$ cat src/hdl/ring_bus_pkg.sv
`default_nettype none

package ring_bus_pkg;

	localparam int addr_width = 8;
	localparam int data_width = 32;

	// a frame is start, address, data, stop and the acknowledge slot
	localparam int payload_bits = addr_width + data_width;
	localparam int frame_bits = payload_bits + 3;
	localparam int stop_pos = frame_bits - 2;
	localparam int slot_pos = frame_bits - 1;
	localparam int pos_width = $clog2(frame_bits);

	// a token is a start bit and then a grant bit that stays 1 while the token is free
	localparam int token_bits = 2;

	localparam int idle_gap = 4;
	localparam int return_timeout = 96;
	localparam int to_width = $clog2(return_timeout + 1);

	localparam int wd_width = 10;

	localparam logic [addr_width-1:0] ctrl_address = 8'h01;

endpackage

`default_nettype wire

$ cat src/hdl/bus_ctrl.sv
`default_nettype none

module bus_ctrl
	import ring_bus_pkg::*;
(
	input wire logic CLK_EXT,
	input wire logic RESETn,
	input wire logic din,
	output logic dout,
	input wire logic [wd_width-1:0] threshold
);

	typedef enum logic [2:0]
	{
		s_idle,
		s_token,
		s_wait,
		s_grant,
		s_frame
	} state_t;

	state_t state;
	logic [$clog2(idle_gap)-1:0] idle_cnt;
	logic [$clog2(token_bits)-1:0] tok_cnt;
	logic [wd_width-1:0] wd_cnt;

	always_ff @(posedge CLK_EXT or negedge RESETn)
	begin
		if (!RESETn)
		begin
			state <= s_idle;
			dout <= 1'b1;
			idle_cnt <= '0;
			tok_cnt <= '0;
			wd_cnt <= '0;
		end
		else
		begin
			case (state)
			s_idle:
			begin
				dout <= 1'b1;
				if (!din)
					idle_cnt <= '0;
				else if (idle_cnt == idle_gap - 1)
				begin
					idle_cnt <= '0;
					tok_cnt <= '0;
					state <= s_token;
				end
				else
					idle_cnt <= idle_cnt + 1'b1;
			end
			s_token:
			begin
				// start bit first, then a free grant bit
				dout <= (tok_cnt == token_bits - 1);
				tok_cnt <= tok_cnt + 1'b1;
				if (tok_cnt == token_bits - 1)
					state <= s_wait;
			end
			s_wait:
			begin
				dout <= din;
				if (!din)
					state <= s_grant;
			end
			s_grant:
			begin
				// a free token is killed by forcing its grant to 0 with no frame behind it
				dout <= 1'b0;
				if (din)
					state <= s_idle;
				else
				begin
					wd_cnt <= '0;
					state <= s_frame;
				end
			end
			s_frame:
			begin
				// the watchdog runs from the first frame bit and cuts the rest to ones
				if (wd_cnt > threshold)
					dout <= 1'b1;
				else
					dout <= din;
				wd_cnt <= wd_cnt + 1'b1;
				if (wd_cnt == slot_pos)
					state <= s_idle;
			end
			default:
			begin
				dout <= 1'b1;
				state <= s_idle;
			end
			endcase
		end
	end

endmodule

`default_nettype wire

$ cat src/hdl/bus_node.sv
`default_nettype none

module bus_node
	import ring_bus_pkg::*;
#(
	parameter logic [addr_width-1:0] address = 8'h00,
	parameter logic [addr_width-1:0] alt_address = 8'h00,
	parameter bit alt_en = 1'b0
)
(
	input wire logic CLK_EXT,
	input wire logic RESETn,
	input wire logic din,
	output logic dout,
	input wire logic [addr_width-1:0] tx_addr,
	input wire logic [data_width-1:0] tx_data,
	input wire logic tx_req,
	output logic tx_ack,
	output logic tx_succ,
	output logic tx_fail,
	input wire logic tx_resp_ack,
	output logic [addr_width-1:0] rx_addr,
	output logic [data_width-1:0] rx_data,
	output logic rx_req,
	input wire logic rx_ack,
	output logic rx_fail
);

	typedef enum logic [1:0]
	{
		r_idle,
		r_grant,
		r_frame
	} ring_state_t;

	ring_state_t rx_state;
	logic [pos_width-1:0] rx_pos;
	logic [payload_bits-1:0] rx_shift;
	logic rx_hold;
	logic [frame_bits-1:0] tx_frame;
	logic [pos_width-1:0] tx_pos;
	logic tx_sending;
	logic tx_waiting;
	logic ret_seen;
	logic mismatch;
	logic [to_width-1:0] to_cnt;

	logic claim;
	logic own_return;
	logic receiving;
	logic rx_match;
	logic rx_full;
	logic rx_load;

	assign claim = (rx_state == r_grant) && din && tx_req && !tx_ack && !tx_succ && !tx_fail
		&& !tx_sending && !tx_waiting;
	assign own_return = tx_sending || tx_waiting;
	assign receiving = (rx_state == r_frame) && !own_return;
	assign rx_match = (rx_shift[payload_bits-1 -: addr_width] == address)
		|| (alt_en && (rx_shift[payload_bits-1 -: addr_width] == alt_address));
	assign rx_full = rx_req || rx_ack;
	assign rx_load = receiving && (rx_pos == stop_pos) && rx_match && !din && !rx_full;

	// follows the ring stream, token header first and then the frame behind a claimed grant
	always_ff @(posedge CLK_EXT or negedge RESETn)
	begin
		if (!RESETn)
		begin
			rx_state <= r_idle;
			rx_pos <= '0;
		end
		else
		begin
			case (rx_state)
			r_idle:
				if (!din)
					rx_state <= r_grant;
			r_grant:
			begin
				rx_pos <= '0;
				if (din)
					rx_state <= r_idle;
				else
					rx_state <= r_frame;
			end
			r_frame:
			begin
				rx_pos <= rx_pos + 1'b1;
				// no start bit behind the grant means a dead token
				if ((rx_pos == '0 && din) || rx_pos == slot_pos)
					rx_state <= r_idle;
			end
			default:
				rx_state <= r_idle;
			endcase
		end
	end

	always_ff @(posedge CLK_EXT)
	begin
		if (claim)
			tx_frame <= {1'b0, tx_addr, tx_data, 2'b01};
		if (receiving && rx_pos != '0 && rx_pos <= payload_bits)
			rx_shift <= {rx_shift[payload_bits-2:0], din};
		if (rx_load)
		begin
			rx_addr <= rx_shift[payload_bits-1 -: addr_width];
			rx_data <= rx_shift[data_width-1:0];
		end
	end

	always_ff @(posedge CLK_EXT or negedge RESETn)
	begin
		if (!RESETn)
		begin
			dout <= 1'b1;
			tx_ack <= 1'b0;
			tx_succ <= 1'b0;
			tx_fail <= 1'b0;
			tx_pos <= '0;
			tx_sending <= 1'b0;
			tx_waiting <= 1'b0;
			ret_seen <= 1'b0;
			mismatch <= 1'b0;
			to_cnt <= '0;
			rx_req <= 1'b0;
			rx_fail <= 1'b0;
			rx_hold <= 1'b0;
		end
		else
		begin
			dout <= din;
			rx_fail <= 1'b0;

			if (claim)
				tx_ack <= 1'b1;
			else if (!tx_req)
				tx_ack <= 1'b0;

			if (tx_resp_ack)
			begin
				tx_succ <= 1'b0;
				tx_fail <= 1'b0;
			end

			if (claim)
			begin
				dout <= 1'b0;
				tx_sending <= 1'b1;
				tx_pos <= '0;
				ret_seen <= 1'b0;
				mismatch <= 1'b0;
			end
			else if (tx_sending)
			begin
				dout <= tx_frame[frame_bits-1-tx_pos];
				tx_pos <= tx_pos + 1'b1;
				if (tx_pos == slot_pos)
				begin
					tx_sending <= 1'b0;
					tx_waiting <= 1'b1;
					to_cnt <= '0;
				end
			end
			else if (tx_waiting)
			begin
				dout <= 1'b1;
				to_cnt <= to_cnt + 1'b1;
				if (!ret_seen && to_cnt == return_timeout - 1)
				begin
					tx_waiting <= 1'b0;
					tx_fail <= 1'b1;
				end
			end

			// our own frame coming back is compared bit by bit and judged at the slot
			if (rx_state == r_frame && own_return && (rx_pos != '0 || !din))
			begin
				if (rx_pos == '0)
					ret_seen <= 1'b1;
				if (rx_pos == slot_pos)
				begin
					tx_sending <= 1'b0;
					tx_waiting <= 1'b0;
					if (!mismatch && !din)
						tx_succ <= 1'b1;
					else
						tx_fail <= 1'b1;
				end
				else if (din != tx_frame[frame_bits-1-rx_pos])
					mismatch <= 1'b1;
			end

			if (rx_ack)
				rx_req <= 1'b0;

			if (receiving && rx_pos == stop_pos && rx_match)
			begin
				if (din)
					rx_fail <= 1'b1;
				else if (!rx_full)
				begin
					rx_req <= 1'b1;
					rx_hold <= 1'b1;
				end
			end

			// a full buffer leaves the slot at 1 and the frame is lost
			if (receiving && rx_pos == slot_pos && rx_hold)
			begin
				dout <= 1'b0;
				rx_hold <= 1'b0;
			end
		end
	end

endmodule

`default_nettype wire

$ cat src/hdl/ctrl_wrapper.sv
`default_nettype none

module ctrl_wrapper
	import ring_bus_pkg::*;
#(
	parameter logic [addr_width-1:0] node_address = 8'haa
)
(
	input wire logic CLK_EXT,
	input wire logic RESETn,
	input wire logic ring_in,
	output wire logic ring_out,
	input wire logic [addr_width-1:0] tx_addr,
	input wire logic [data_width-1:0] tx_data,
	input wire logic tx_req,
	output wire logic tx_ack,
	output wire logic tx_succ,
	output wire logic tx_fail,
	input wire logic tx_resp_ack,
	output wire logic [addr_width-1:0] rx_addr,
	output wire logic [data_width-1:0] rx_data,
	output wire logic rx_req,
	input wire logic rx_ack,
	output wire logic rx_fail,
	input wire logic [wd_width-1:0] threshold
);

	logic ctrl_to_node;
	logic node_rx_req;
	logic node_rx_ack;
	logic ctrl_addr_match;
	logic ctrl_rx_ack;

	// frames for the controller are taken here and never reach the host
	assign ctrl_addr_match = (rx_addr == ctrl_address);
	assign rx_req = ctrl_addr_match ? 1'b0 : node_rx_req;
	assign node_rx_ack = rx_ack | ctrl_rx_ack;

	always_ff @(posedge CLK_EXT or negedge RESETn)
	begin
		if (!RESETn)
			ctrl_rx_ack <= 1'b0;
		else if (ctrl_addr_match && node_rx_req)
			ctrl_rx_ack <= 1'b1;
		else if (!node_rx_req)
			ctrl_rx_ack <= 1'b0;
	end

	bus_ctrl ctrl0
	(
		.CLK_EXT(CLK_EXT),
		.RESETn(RESETn),
		.din(ring_in),
		.dout(ctrl_to_node),
		.threshold(threshold)
	);

	bus_node #(.address(node_address), .alt_address(ctrl_address), .alt_en(1'b1)) node0
	(
		.CLK_EXT(CLK_EXT),
		.RESETn(RESETn),
		.din(ctrl_to_node),
		.dout(ring_out),
		.tx_addr(tx_addr),
		.tx_data(tx_data),
		.tx_req(tx_req),
		.tx_ack(tx_ack),
		.tx_succ(tx_succ),
		.tx_fail(tx_fail),
		.tx_resp_ack(tx_resp_ack),
		.rx_addr(rx_addr),
		.rx_data(rx_data),
		.rx_req(node_rx_req),
		.rx_ack(node_rx_ack),
		.rx_fail(rx_fail)
	);

endmodule

`default_nettype wire

$ cat src/hdl/ring_top.sv
`default_nettype none

module ring_top
	import ring_bus_pkg::*;
(
	input wire logic CLK_EXT,
	input wire logic RESETn,
	input wire logic [wd_width-1:0] threshold,
	input wire logic [addr_width-1:0] h_tx_addr,
	input wire logic [data_width-1:0] h_tx_data,
	input wire logic h_tx_req,
	output wire logic h_tx_ack,
	output wire logic h_tx_succ,
	output wire logic h_tx_fail,
	input wire logic h_tx_resp_ack,
	output wire logic [addr_width-1:0] h_rx_addr,
	output wire logic [data_width-1:0] h_rx_data,
	output wire logic h_rx_req,
	input wire logic h_rx_ack,
	output wire logic h_rx_fail,
	input wire logic [addr_width-1:0] m_tx_addr,
	input wire logic [data_width-1:0] m_tx_data,
	input wire logic m_tx_req,
	output wire logic m_tx_ack,
	output wire logic m_tx_succ,
	output wire logic m_tx_fail,
	input wire logic m_tx_resp_ack,
	output wire logic [addr_width-1:0] m_rx_addr,
	output wire logic [data_width-1:0] m_rx_data,
	output wire logic m_rx_req,
	input wire logic m_rx_ack,
	output wire logic m_rx_fail
);

	// ring order is controller, wrapper node, member, back to controller
	logic ring_w2m;
	logic ring_m2w;

	ctrl_wrapper #(.node_address(8'haa)) wrap0
	(
		.CLK_EXT(CLK_EXT),
		.RESETn(RESETn),
		.ring_in(ring_m2w),
		.ring_out(ring_w2m),
		.tx_addr(h_tx_addr),
		.tx_data(h_tx_data),
		.tx_req(h_tx_req),
		.tx_ack(h_tx_ack),
		.tx_succ(h_tx_succ),
		.tx_fail(h_tx_fail),
		.tx_resp_ack(h_tx_resp_ack),
		.rx_addr(h_rx_addr),
		.rx_data(h_rx_data),
		.rx_req(h_rx_req),
		.rx_ack(h_rx_ack),
		.rx_fail(h_rx_fail),
		.threshold(threshold)
	);

	bus_node #(.address(8'h55), .alt_en(1'b0)) member
	(
		.CLK_EXT(CLK_EXT),
		.RESETn(RESETn),
		.din(ring_w2m),
		.dout(ring_m2w),
		.tx_addr(m_tx_addr),
		.tx_data(m_tx_data),
		.tx_req(m_tx_req),
		.tx_ack(m_tx_ack),
		.tx_succ(m_tx_succ),
		.tx_fail(m_tx_fail),
		.tx_resp_ack(m_tx_resp_ack),
		.rx_addr(m_rx_addr),
		.rx_data(m_rx_data),
		.rx_req(m_rx_req),
		.rx_ack(m_rx_ack),
		.rx_fail(m_rx_fail)
	);

endmodule

`default_nettype wire

$ cat config.mk
export PLATFORM = sky130hd
export DESIGN_NAME = ring_top
export DESIGN_NICKNAME = d
export VERILOG_FILES = /design/src/hdl/ring_bus_pkg.sv /design/src/hdl/bus_ctrl.sv /design/src/hdl/bus_node.sv /design/src/hdl/ctrl_wrapper.sv /design/src/hdl/ring_top.sv
export SDC_FILE = /design/constraint.sdc
export NUM_CORES = 1
export LEC_CHECK = 0
export BUFFER_PORTS_ARGS = -buffer_cell sky130_fd_sc_hd__buf_2
export CORE_UTILIZATION = 30
export CTS_CLUSTER_SIZE = 30
export DETAILED_ROUTE_END_ITERATION = 7
export SLEW_MARGIN = 0
export SYNTH_ARGS = -nofsm -noshare
export SYNTH_HDL_FRONTEND = slang
export SYNTH_SLANG_ARGS = --single-unit
$ cat constraint.sdc
create_clock -name CLK_EXT -period 12.43 [get_ports CLK_EXT]
set_input_delay 0.6215 -clock CLK_EXT [delete_from_list [all_inputs] [get_ports CLK_EXT]]
set_output_delay 0.6215 -clock CLK_EXT [all_outputs]
set_load 0.05 [all_outputs]
Word-level counts from Yosys, hierarchy flattened
Cells that the tools add are included.

Flip-flop bits (word level): 322. Logic and storage cells: 349.

$add $sub $neg: 13. Magnitude comparators: 7. Eq/ne operators: 43. Mux-type cells: 141. Bitwise operators: 3. Reduce and logical (&&, ||, !) cells: 98.

Operators by type and width (number): 32-bit by 7-bit less-than comparator with 1-bit output (second input constant) (4); 1-bit 2-to-1 mux (104); 1-bit logical AND (43); 7-bit 2-to-1 mux (6); 6-bit == test (second input constant) (6); 6-bit by 6-bit subtractor with 7-bit output (first input constant) (4); 6-bit by 1-bit adder with 6-bit output (second input constant) (4); 1-bit binary-select mux with 6-bit select (4); 6-bit 2-to-1 mux (4); 6-bit one-hot mux with 2 select lines (2); 2-bit != test (second input constant) (11); 1-bit zero test (20); 10-bit one-hot mux with 2 select lines (1); 2-bit nonzero test (10); 3-bit 2-to-1 mux (6); 8-bit by 1-bit == test with 1-bit output (second input constant) (2); 2-bit 2-to-1 mux (8); 2-bit by 1-bit != test with 1-bit output (second input constant) (8); 3-bit one-hot mux with 5 select lines (1); 3-bit AND reduction (5); 7-bit by 1-bit adder with 7-bit output (second input constant) (2); 7-bit == test (second input constant) (2); 6-bit <= comparator (second input constant) (2); 6-bit zero test (2); other kinds (25) (44).

Longest topological paths before layout
Gate-level depths: netlist of the first run.

Depth after elaboration: 12. Depth in mapped cells: 11.

By module
From an unflattened synthesis of the first run, not the netlist that was laid out.

Cells, all modules: 884. Area total of the unflattened synthesis: 13649.3 sq um.

By module, submodules not included: bus_node (wrap0.node0) (instances 1, cells an instance 378, area an instance 6213.5 sq um); bus_node (member) (instances 1, cells an instance 374, area an instance 6192.2 sq um); bus_ctrl (instances 1, cells an instance 125, area an instance 1166.1 sq um); ctrl_wrapper (instances 1, cells an instance 7, area an instance 77.6 sq um).

Least setup slack after synthesis of the first run
OpenSTA, ideal clock, no wires.

Path kind: flip-flop to flip-flop. From: reg member.rx_pos[0]. To: reg member.rx_shift[0], enable pin. Data arrival time: 4.211 ns. Data required time: 11.932 ns. Setup slack: 7.721 ns. Stages on the path, launching flop included: 8. Path buffers: 2. Cell sequence: dfrtp_1 > buf_6 > buf_6 > inv_1 > ha_1 > nand2b_1 > a21o_1 > a211oi_1.

Longest elaborated chain between the ends: 3. Elaborated cells on any way between the ends: 4. Those cells by class: order compare: 1; reduce/logical: 3.

RTL lines: start: declaration (line bus_node.sv:37) `logic [pos_width-1:0] rx_pos;`; start signal: assignment (line bus_node.sv:88) `rx_pos <= rx_pos + 1'b1;`; parallel branches: the longest is 2 deep, another holds 6-bit <= comparator; 1-bit logical AND * (line bus_node.sv:103) `if (receiving && rx_pos != '0 && rx_pos <= payload_bits)`; end signal: assignment (line bus_node.sv:104) `rx_shift <= {rx_shift[payload_bits-2:0], din};`; end: declaration (line bus_node.sv:38) `logic [payload_bits-1:0] rx_shift;`.

Mark *: on every way between the ends. A chain may end at the register's enable or synchronous reset.

Final worst setup path of the first run
From: reg wrap0.node0.rx_pos[0]. To: reg wrap0.node0.rx_data[24], enable pin.

Longest elaborated chain between the ends: 5.

RTL lines: start: declaration (line bus_node.sv:37); start signal: assignment (line bus_node.sv:88); 6-bit == test (line bus_node.sv:62) `assign rx_load = receiving && (rx_pos == stop_pos) && rx_match && !din && !rx_full;`; 1-bit logical AND (4 in a row) (line bus_node.sv:62); net wrap0.node0.rx_load (line bus_node.sv:53) `logic rx_load;`; end signal: assignment (line bus_node.sv:108) `rx_data <= rx_shift[data_width-1:0];`; end: declaration (line bus_node.sv:23) `output logic [data_width-1:0] rx_data,`.

The timed path passes the listed nets, and every way through them passes these cells.

==> flow_summary.ini, run 1 <==
[synthesis]
synth_common_cells = 240 x edfxtp_1, 79 x dfrtp_1, 63 x nand2_1
syn_area_mm2 = 0.0135
synth_area_leaders = edfxtp_1 53%, dfrtp_1 15%, mux4_2 5.3%, ha_1 3.1%, nand2_1 1.8%
synthCells = 891
synth_most_common_cell = edfxtp_1
synth_top_area_share_pct = 53.4
dominantRegCellSynth = edfxtp_1
ys_types = 70
synth_seq_cells = 322
syn_nets = 1022
yosys.area.top_type = edfxtp_1
synth_edf_count = 240
syn_area_per_cell_um2 = 15.2
synth_seq_area_share_pct = 68.6
async_flop_share_pct = 25.5
ys_warn_count = 0

[drt]
postRouteAntennaNets = 0
drc = 0
vias_per_cell = 4.69
firstDrtPassIters = 4
drt-initial-drc-count = 432
wl_per_cell_um = 15.7
wirelength_mm = 26.8
vias = 8002

[power]
leakagePower_uw = 0.00611
internal_power_uw = 1770
p_comb_share_pct = 1.2
switching_power_uw = 429
swShare_pct = 19.5
irDropWorstVdd_mv = 0.0866
clkPwrFrac_pct = 46.6
power.share.sequential_pct = 52.2
total_power_uw = 2200
pwr_density_cell_mw_per_mm2 = 136

[floorplanning]
die_x_um = 214
boundaryPins = 188
placementRows = 77
start_util_pct = 30.5
dieArea_mm2 = 0.0459
core-area_mm2 = 0.0443
die_h_um = 214

[sta]
worst_pin_slew_ps = 942
relSlewSlack_pct = 37.2
fin_skew_ps = 11.6
fmax_mhz = 275
tns_ps = 0
setup_viol_count_final = 0
rsz0062_at_grt = false
hold_viol_final = 0
fin_crit_sh_pct = 29.2
fin_crit_ps = 3630
hold_ws_ps = 56.5
slew_viol_final = 0

[status]
status = completed

[clocking]
post_cts_buffers = 0
cts_hold_buf = 0
cts_tree = done
cts-root-buf = clkbuf_16
clk_latency_ps = 520
htree_levels = 2
cts_made_buffers = 37
path_clk_slew_ps = 60
clockBufferDepth = 3
clock_sinks = 322
post_cts_resized = 0

[critical_path]
required_ps = 12570
startpoint_type = register
critical_path_class = reg -> reg
max_stage_delay_ps = 920
path_max_fanout = 41
end_kind = register
crit_family = simple AND/OR/NAND/NOR gates
worstReg2RegStart = wrap0.node0.rx_pos[0]
worst_path_max_delay_cell = and3_2
crit_chain = ha_1 -> or4b_2 -> a2111oi_0 -> and3_2
crit_buf_inv = 0
critPathArrivalTime_ps = 3770
startpoint = wrap0.node0.rx_pos[0]

[finish]
drive_gt1_share_pct = 26.5
multi_input_area_mm2 = 0.00388
nFillCells = 4250
seqCellArea_mm2 = 0.00926
syn_to_final_growth_pct = 19.7
fin_nets = 1219
antennaDiodeCount = 0
final_area_mm2 = 0.0162

[grt]
grt_pass1_vias = 7972
antenna_found_initial = 0
grt_max_degree = 50
grt.overflow.total = 0
track_usage_pct = 11.8
grt_pass1_wl_mm = 43.2

[flow_run]
maxCapViolCount = 0

[placed_design]
post-dp-hpwl_mm = 18.3
gp_congestion = 0.780
placed_area_mm2 = 0.0150
io_buffer_count = 187

[hold_path]
min_path_type = in -> async
layout make-up:
type	count	share of cell area, %
Clock buffer	43	5.87
Clock inverter	21	1.15
Inverter	44	1.02
Multi-Input combinational cell	491	24.0
Sequential cell	322	57.3
Tap cell	592	4.58
Timing Repair Buffer	192	6.04
path summary, 6_finish.rpt:
path / endpoint / slack (ps) / cells after the start
setup / recovery: wrap0.node0.rx_data[24] / 8800 / 4
hold / removal: member.rx_fail / 60 / 1
setup reg to reg: wrap0.node0.rx_data[24] / 8800 / 4
hold reg to reg: wrap0.node0.rx_shift[6] / 440 / 0
max in group asynchronous: wrap0.node0.rx_pos[2] / 11300 / 2
min in group CLK_EXT: member.rx_req / 260 / 2
power groups by stage:
stage	registers, µW	clock network (µW)	logic, µW
2_1_floorplan	1170	0	2.57
3_3_place_gp	1170	0	26.4
3_5_place_dp	1170	0	27.2
4_1_cts	1150	1070	27.3
5_1_grt	1150	1100	29.6
6_report	1150	1020	26.0
placed cells by master, fill, tap and decap left out, drive strengths merged, types with 7 or more instances in the layout:
cell type    n
a21oi       38
mux2i       17
buf        192
dfrtp       79
xor2        15
mux4        38
nor2b        8
ha          33
nand2       63
nand4       19
edfxtp     240
nor4         9
o21ai       45
nand2b      10
clkbuf      43
nor2        48
nand3       22
a211oi       9
nor3         7
clkinv      17
inv         44
xnor2       18
sequential cells by signal (all words and copies together), names as in the netlist, 2 cells and up:
register	cells
member.rx_shift	40
wrap0.node0.rx_addr	8
wrap0.ctrl0.idle_cnt	2
wrap0.node0.rx_state	2
wrap0.node0.rx_data	32
member.rx_state	2
member.tx_frame	40
wrap0.node0.tx_pos	6
member.rx_addr	8
wrap0.node0.rx_shift	40
wrap0.node0.rx_pos	6
wrap0.node0.to_cnt	7
wrap0.node0.tx_frame	40
wrap0.ctrl0.wd_cnt	10
member.to_cnt	7
wrap0.ctrl0.state	3
member.tx_pos	6
member.rx_data	32
member.rx_pos	6
stage by stage:
stage	instances	setup WS, ps	util, %
6_report	1705	8800	36.5
4_1_cts	1705	8720	36.5
2_1_floorplan	891	7720	-
3_3_place_gp	1641	8880	33.9
5_1_grt	1705	8430	36.5
3_5_place_dp	1641	8740	33.9
per-layer routing:
layer	part of all wire [%]	track usage, %
met2	46	18.2
met4	2.3	4.52
met5	0	0
met1	47	16.2
met3	5.1	2.37
cell families after synthesis:
| kind of cell | count (synthesis) | synth area share [%] |
|---|---|---|
| muxes | 58 | 8.02 |
| AOI/OAI and AO/OA | 143 | 6.66 |
| adders and majority gates | 33 | 3.06 |
| and+or+nand+nor | 224 | 8.45 |
| DFF | 322 | 68.6 |
| xor gates and xnor gates | 33 | 2.34 |
| buffers and inverters | 78 | 2.86 |
Note: power is estimated with default switching activity, not from simulation.
==> inputs of run 2 (changes only) <==
clock period = 3.5 ns   (was 12.43 ns; I/O delays follow)
==> flow_summary.ini, run 2 (synthesis gave the netlist of run 1 again) <==
[placed_design]
post-dp-hpwl_mm = 18.2
place_ws_ps = 630
io_buffer_count = 187
gp_congestion = 0.800

[clocking]
htree_levels = 2
cts_made_buffers = 37
post_cts_buffers = 0
post_cts_resized = 0
path_clk_slew_ps = 60
cts_hold_buf = 87
clock_sinks = 322
cts_tree = done
clockBufferDepth = 3
clk_latency_ps = 530
cts-root-buf = clkbuf_16

[hold_path]
min_path_type = in -> reg

[sta]
rsz0062_at_grt = false
timing.final.ws_setup_ps = 604
hold_viol_final = 0
relSlewSlack_pct = 42.6
fmax_mhz = 345
worst_pin_slew_ps = 853
fin_crit_ps = 2900
setup_viol_count_final = 0
fin_skew_ps = 9.70
tns_ps = 0
fin_crit_sh_pct = 82.8
slew_viol_final = 0

[finish]
fin_nets = 1317
mostFrequentLayoutCells = 240 x edfxtp_1, 186 x buf_2, 87 x dlygate4sd3_1
drive_gt1_share_pct = 25.4
final_common_cell = edfxtp_1
antennaDiodeCount = 0
syn_to_final_growth_pct = 27.8

[status]
status = completed

[flow_run]
maxCapViolCount = 0

[floorplanning]
start_util_pct = 30.5
die_h_um = 214
placementRows = 77
die_x_um = 214
dieArea_mm2 = 0.0459
core-area_mm2 = 0.0443
boundaryPins = 188

[drt]
firstDrtPassIters = 4
vias = 8369
postRouteAntennaNets = 0
vias_per_cell = 4.63
wl_per_cell_um = 15.3
drt-initial-drc-count = 447
wirelength_mm = 27.6
drc = 0

[grt]
track_usage_pct = 11.9
grt_max_degree = 48
grt.overflow.total = 0
antenna_found_initial = 0
grt_pass1_vias = 8190
grt_pass1_wl_mm = 43.9

[critical_path]
end_kind = register
crit_family = adder cells
max_stage_delay_ps = 640
critical_path_class = reg -> reg
critPathArrivalTime_ps = 3330
crit_buf_inv = 2
required_ps = 3930
worst_path_max_delay_cell = ha_1
path_max_fanout = 16
startpoint_type = register
crit_chain = buf_4 -> inv_1 -> ha_1 -> mux4_1 -> mux2i_1 -> nand2_1 -> and4_4 -> o31a_1 -> o32ai_1

[power]
irDropWorstVdd_mv = 0.324
pwr_density_cell_mw_per_mm2 = 476
leakagePower_uw = 0.00658
[run 2: cell types whose count changed in the layout (fill, tap and decap cells not counted), sizes merged, moves of 2 or more]
| cell | change |
|---|---|
| bufinv | +2 |
| clkinv | -7 |
| inv | +2 |
| dlygate4sd3 | +87 |
| buf | +11 |
| clkbuf | +6 |
[run 2: worst min-delay path: stages]
cell and delay [ps]:
buf_2 80, ha_1 120, nand2_1 50, o21ai_0 250, a21oi_1 100
[run 2: through the flow]
step / instances / total power [µW] / area [µm²] / hold WS [ps] / util (%)
after floorplan: 891 / 4170 / 13500 / -121 / -
after global placement: 1652 / 4250 / 15100 / 274 / 34.1
after detailed placement: 1652 / 4250 / 15100 / 278 / 34.1
after CTS: 1807 / 8350 / 17200 / 214 / 38.9
after global routing: 1807 / 8500 / 17200 / 280 / 38.9
final: 1807 / 8220 / 17200 / 250 / 38.9
[run 2: power breakdown]
part / internal [µW] / switching [µW]
logic: 108 / 63.0
registers: 4080 / 0.229
clock network: 2440 / 1530
total: 6630 / 1590
[run 2: layout make-up]
| class | count | area, µm² |
|---|---|---|
| well taps | 592 | 741 |
| clock inverters | 19 | 235 |
| flip-flops and latches | 322 | 9260 |
| inverters | 44 | 165 |
| repair buffers | 290 | 1940 |
| fillers | 4181 | 27100 |
| multi-input cells | 491 | 3880 |
| clock buffers | 49 | 1020 |
[run 2: per-layer routing]
metal  vias to the layer above  global-route usage, %  wire [µm]
met4                         0                   5.21        742
met5                         -                      0          0
met1                      4121                   16.8      13200
li1                       3971                      -          -
met2                       230                   17.9      12300
met3                        47                   2.18       1320
[run 2: final timing paths]
path | startpoint | to | slack [ps] | depth (start not counted)
max | wrap0.node0.rx_pos[0] | wrap0.node0.mismatch | 600 | 9
min | threshold[0] | wrap0.ctrl0.dout | 250 | 5
max reg2reg | wrap0.node0.rx_pos[0] | wrap0.node0.mismatch | 600 | 9
min reg2reg | member.rx_shift[19] | member.rx_shift[20] | 440 | 0
max in group asynchronous | RESETn | member.rx_state[1] | 2460 | 3
min in group asynchronous | RESETn | wrap0.ctrl_rx_ack | 260 | 2
==> inputs of run 3 (changes only) <==
clock period = 2.82 ns   (was 3.5 ns; I/O delays follow)
==> flow_summary.ini, run 3 (synthesis gave the netlist of run 1 again) <==
[status]
status = completed

[floorplanning]
start_util_pct = 30.5
dieArea_mm2 = 0.0459
placementRows = 77
boundaryPins = 188
core-area_mm2 = 0.0443
die_x_um = 214
die_h_um = 214

[sta]
hold_viol_final = 0
fmax_mhz = 379
worst_pin_slew_ps = 685
fin_crit_ps = 2640
relSlewSlack_pct = 53.7
slew_viol_final = 0
fin_skew_ps = 18.6
fin_crit_sh_pct = 93.6
hold_ws_ps = 199
setup_viol_count_final = 0
rsz0062_at_grt = false

[hold_path]
min_path_type = in -> async

[clocking]
path_clk_slew_ps = 60
clk_latency_ps = 550
cts-root-buf = clkbuf_16
clockBufferDepth = 3
post_cts_buffers = 0
cts_made_buffers = 36
htree_levels = 2
post_cts_resized = 0
cts_tree = done
cts_hold_buf = 87
clock_sinks = 322

[grt]
grt_pass1_wl_mm = 45.8
antenna_found_initial = 0
track_usage_pct = 12.5
grt_max_degree = 48
grt_pass1_vias = 8278
grt.overflow.total = 0

[drt]
drt-initial-drc-count = 485
wirelength_mm = 28.0
drc = 0
postRouteAntennaNets = 0
firstDrtPassIters = 5
maxUsedRoutingLayer = met4
wl_met3_mm = 1.36
vias = 8312
vias_per_cell = 4.58
wl_per_cell_um = 15.4
drt-met1-wl_mm = 13.0
met2_length_mm = 13.0

[finish]
final_common_cell = edfxtp_1
mostFrequentLayoutCells = 240 x edfxtp_1, 186 x buf_2, 87 x dlygate4sd3_1
drive_gt1_share_pct = 25.8
syn_to_final_growth_pct = 27.7
antennaDiodeCount = 0
fin_cells = 1813
fin_nets = 1325

[critical_path]
max_stage_delay_ps = 660
critPathArrivalTime_ps = 3090
worst_path_max_delay_cell = ha_1
end_kind = register
path_max_fanout = 13
startpoint_type = register
crit_chain = inv_1 -> ha_1 -> mux4_2 -> mux2i_1 -> a2111oi_0 -> nor4_1 -> o31ai_1
critical_path_class = reg -> reg
required_ps = 3270

[flow_run]
maxCapViolCount = 0

[placed_design]
io_buffer_count = 187
placedCellCount = 1661
post-dp-hpwl_mm = 18.6
gp_congestion = 0.789

[power]
pwr_density_cell_mw_per_mm2 = 572
total_power_uw = 9870
leakagePower_uw = 0.00659
irDropWorstVdd_mv = 0.366
==> run 3: report_power, final <==
part           total, µW  switching, µW  internal (µW)
Sequential          5060          0.329           5060
Clock               4600           1900           2700
Combinational        212           77.7            135
==> run 3: worst max-delay path: cells and delay by family, from the launching register on <==
| kind | cells | cell delay, ps |
|---|---|---|
| AO/OA/AOI/OAI | 2 | 810 |
| adder cells (fa/ha/maj) | 1 | 660 |
| flip-flops | 1 | 430 |
| multiplexers | 2 | 420 |
| buffers and inverters | 1 | 110 |
| AND/OR/NAND/NOR | 1 | 100 |
==> run 3: per-stage QoR <==
step	instance area, µm²	setup TNS [ps]	utilization, %	worst slack [ps]
detailed placement	15200	0	34.4	198
CTS	17200	0	38.9	187
finish	17200	0	38.9	180
floorplan	13500	-1880	-	-47.0
global route	17200	0	38.9	19.5
global placement	15200	0	34.4	182
==> run 3: final timing paths <==
| check | cells after the start | slack, ps | start | to |
|---|---|---|---|---|
| min in group CLK_EXT | 5 | 230 | threshold[0] | wrap0.ctrl0.dout |
| worst min register to register | 0 | 450 | member.rx_shift[2] | member.rx_data[2] |
| worst max-delay path | 7 | 180 | member.rx_pos[1] | member.mismatch |
| worst min-delay path | 2 | 200 | RESETn | wrap0.node0.tx_pos[0] |
| max in group asynchronous | 3 | 1930 | RESETn | member.dout |
| worst max register to register | 7 | 180 | member.rx_pos[1] | member.mismatch |
==> run 3: layout make-up <==
class | count | area (µm²)
fillers | 4156 | 27100
flip-flops and latches | 322 | 9260
multi-input cells | 491 | 3880
repair buffers | 299 | 2050
clock buffers | 43 | 948
well taps | 592 | 741
clock inverters | 22 | 200
inverters | 44 | 165
==> run 3: per-layer routing <==
metal / up-vias / track usage [%]
met5: - / 0
met4: 0 / 4.19
met3: 38 / 2.78
met2: 219 / 19.5
met1: 4061 / 17.1
li1: 3994 / -
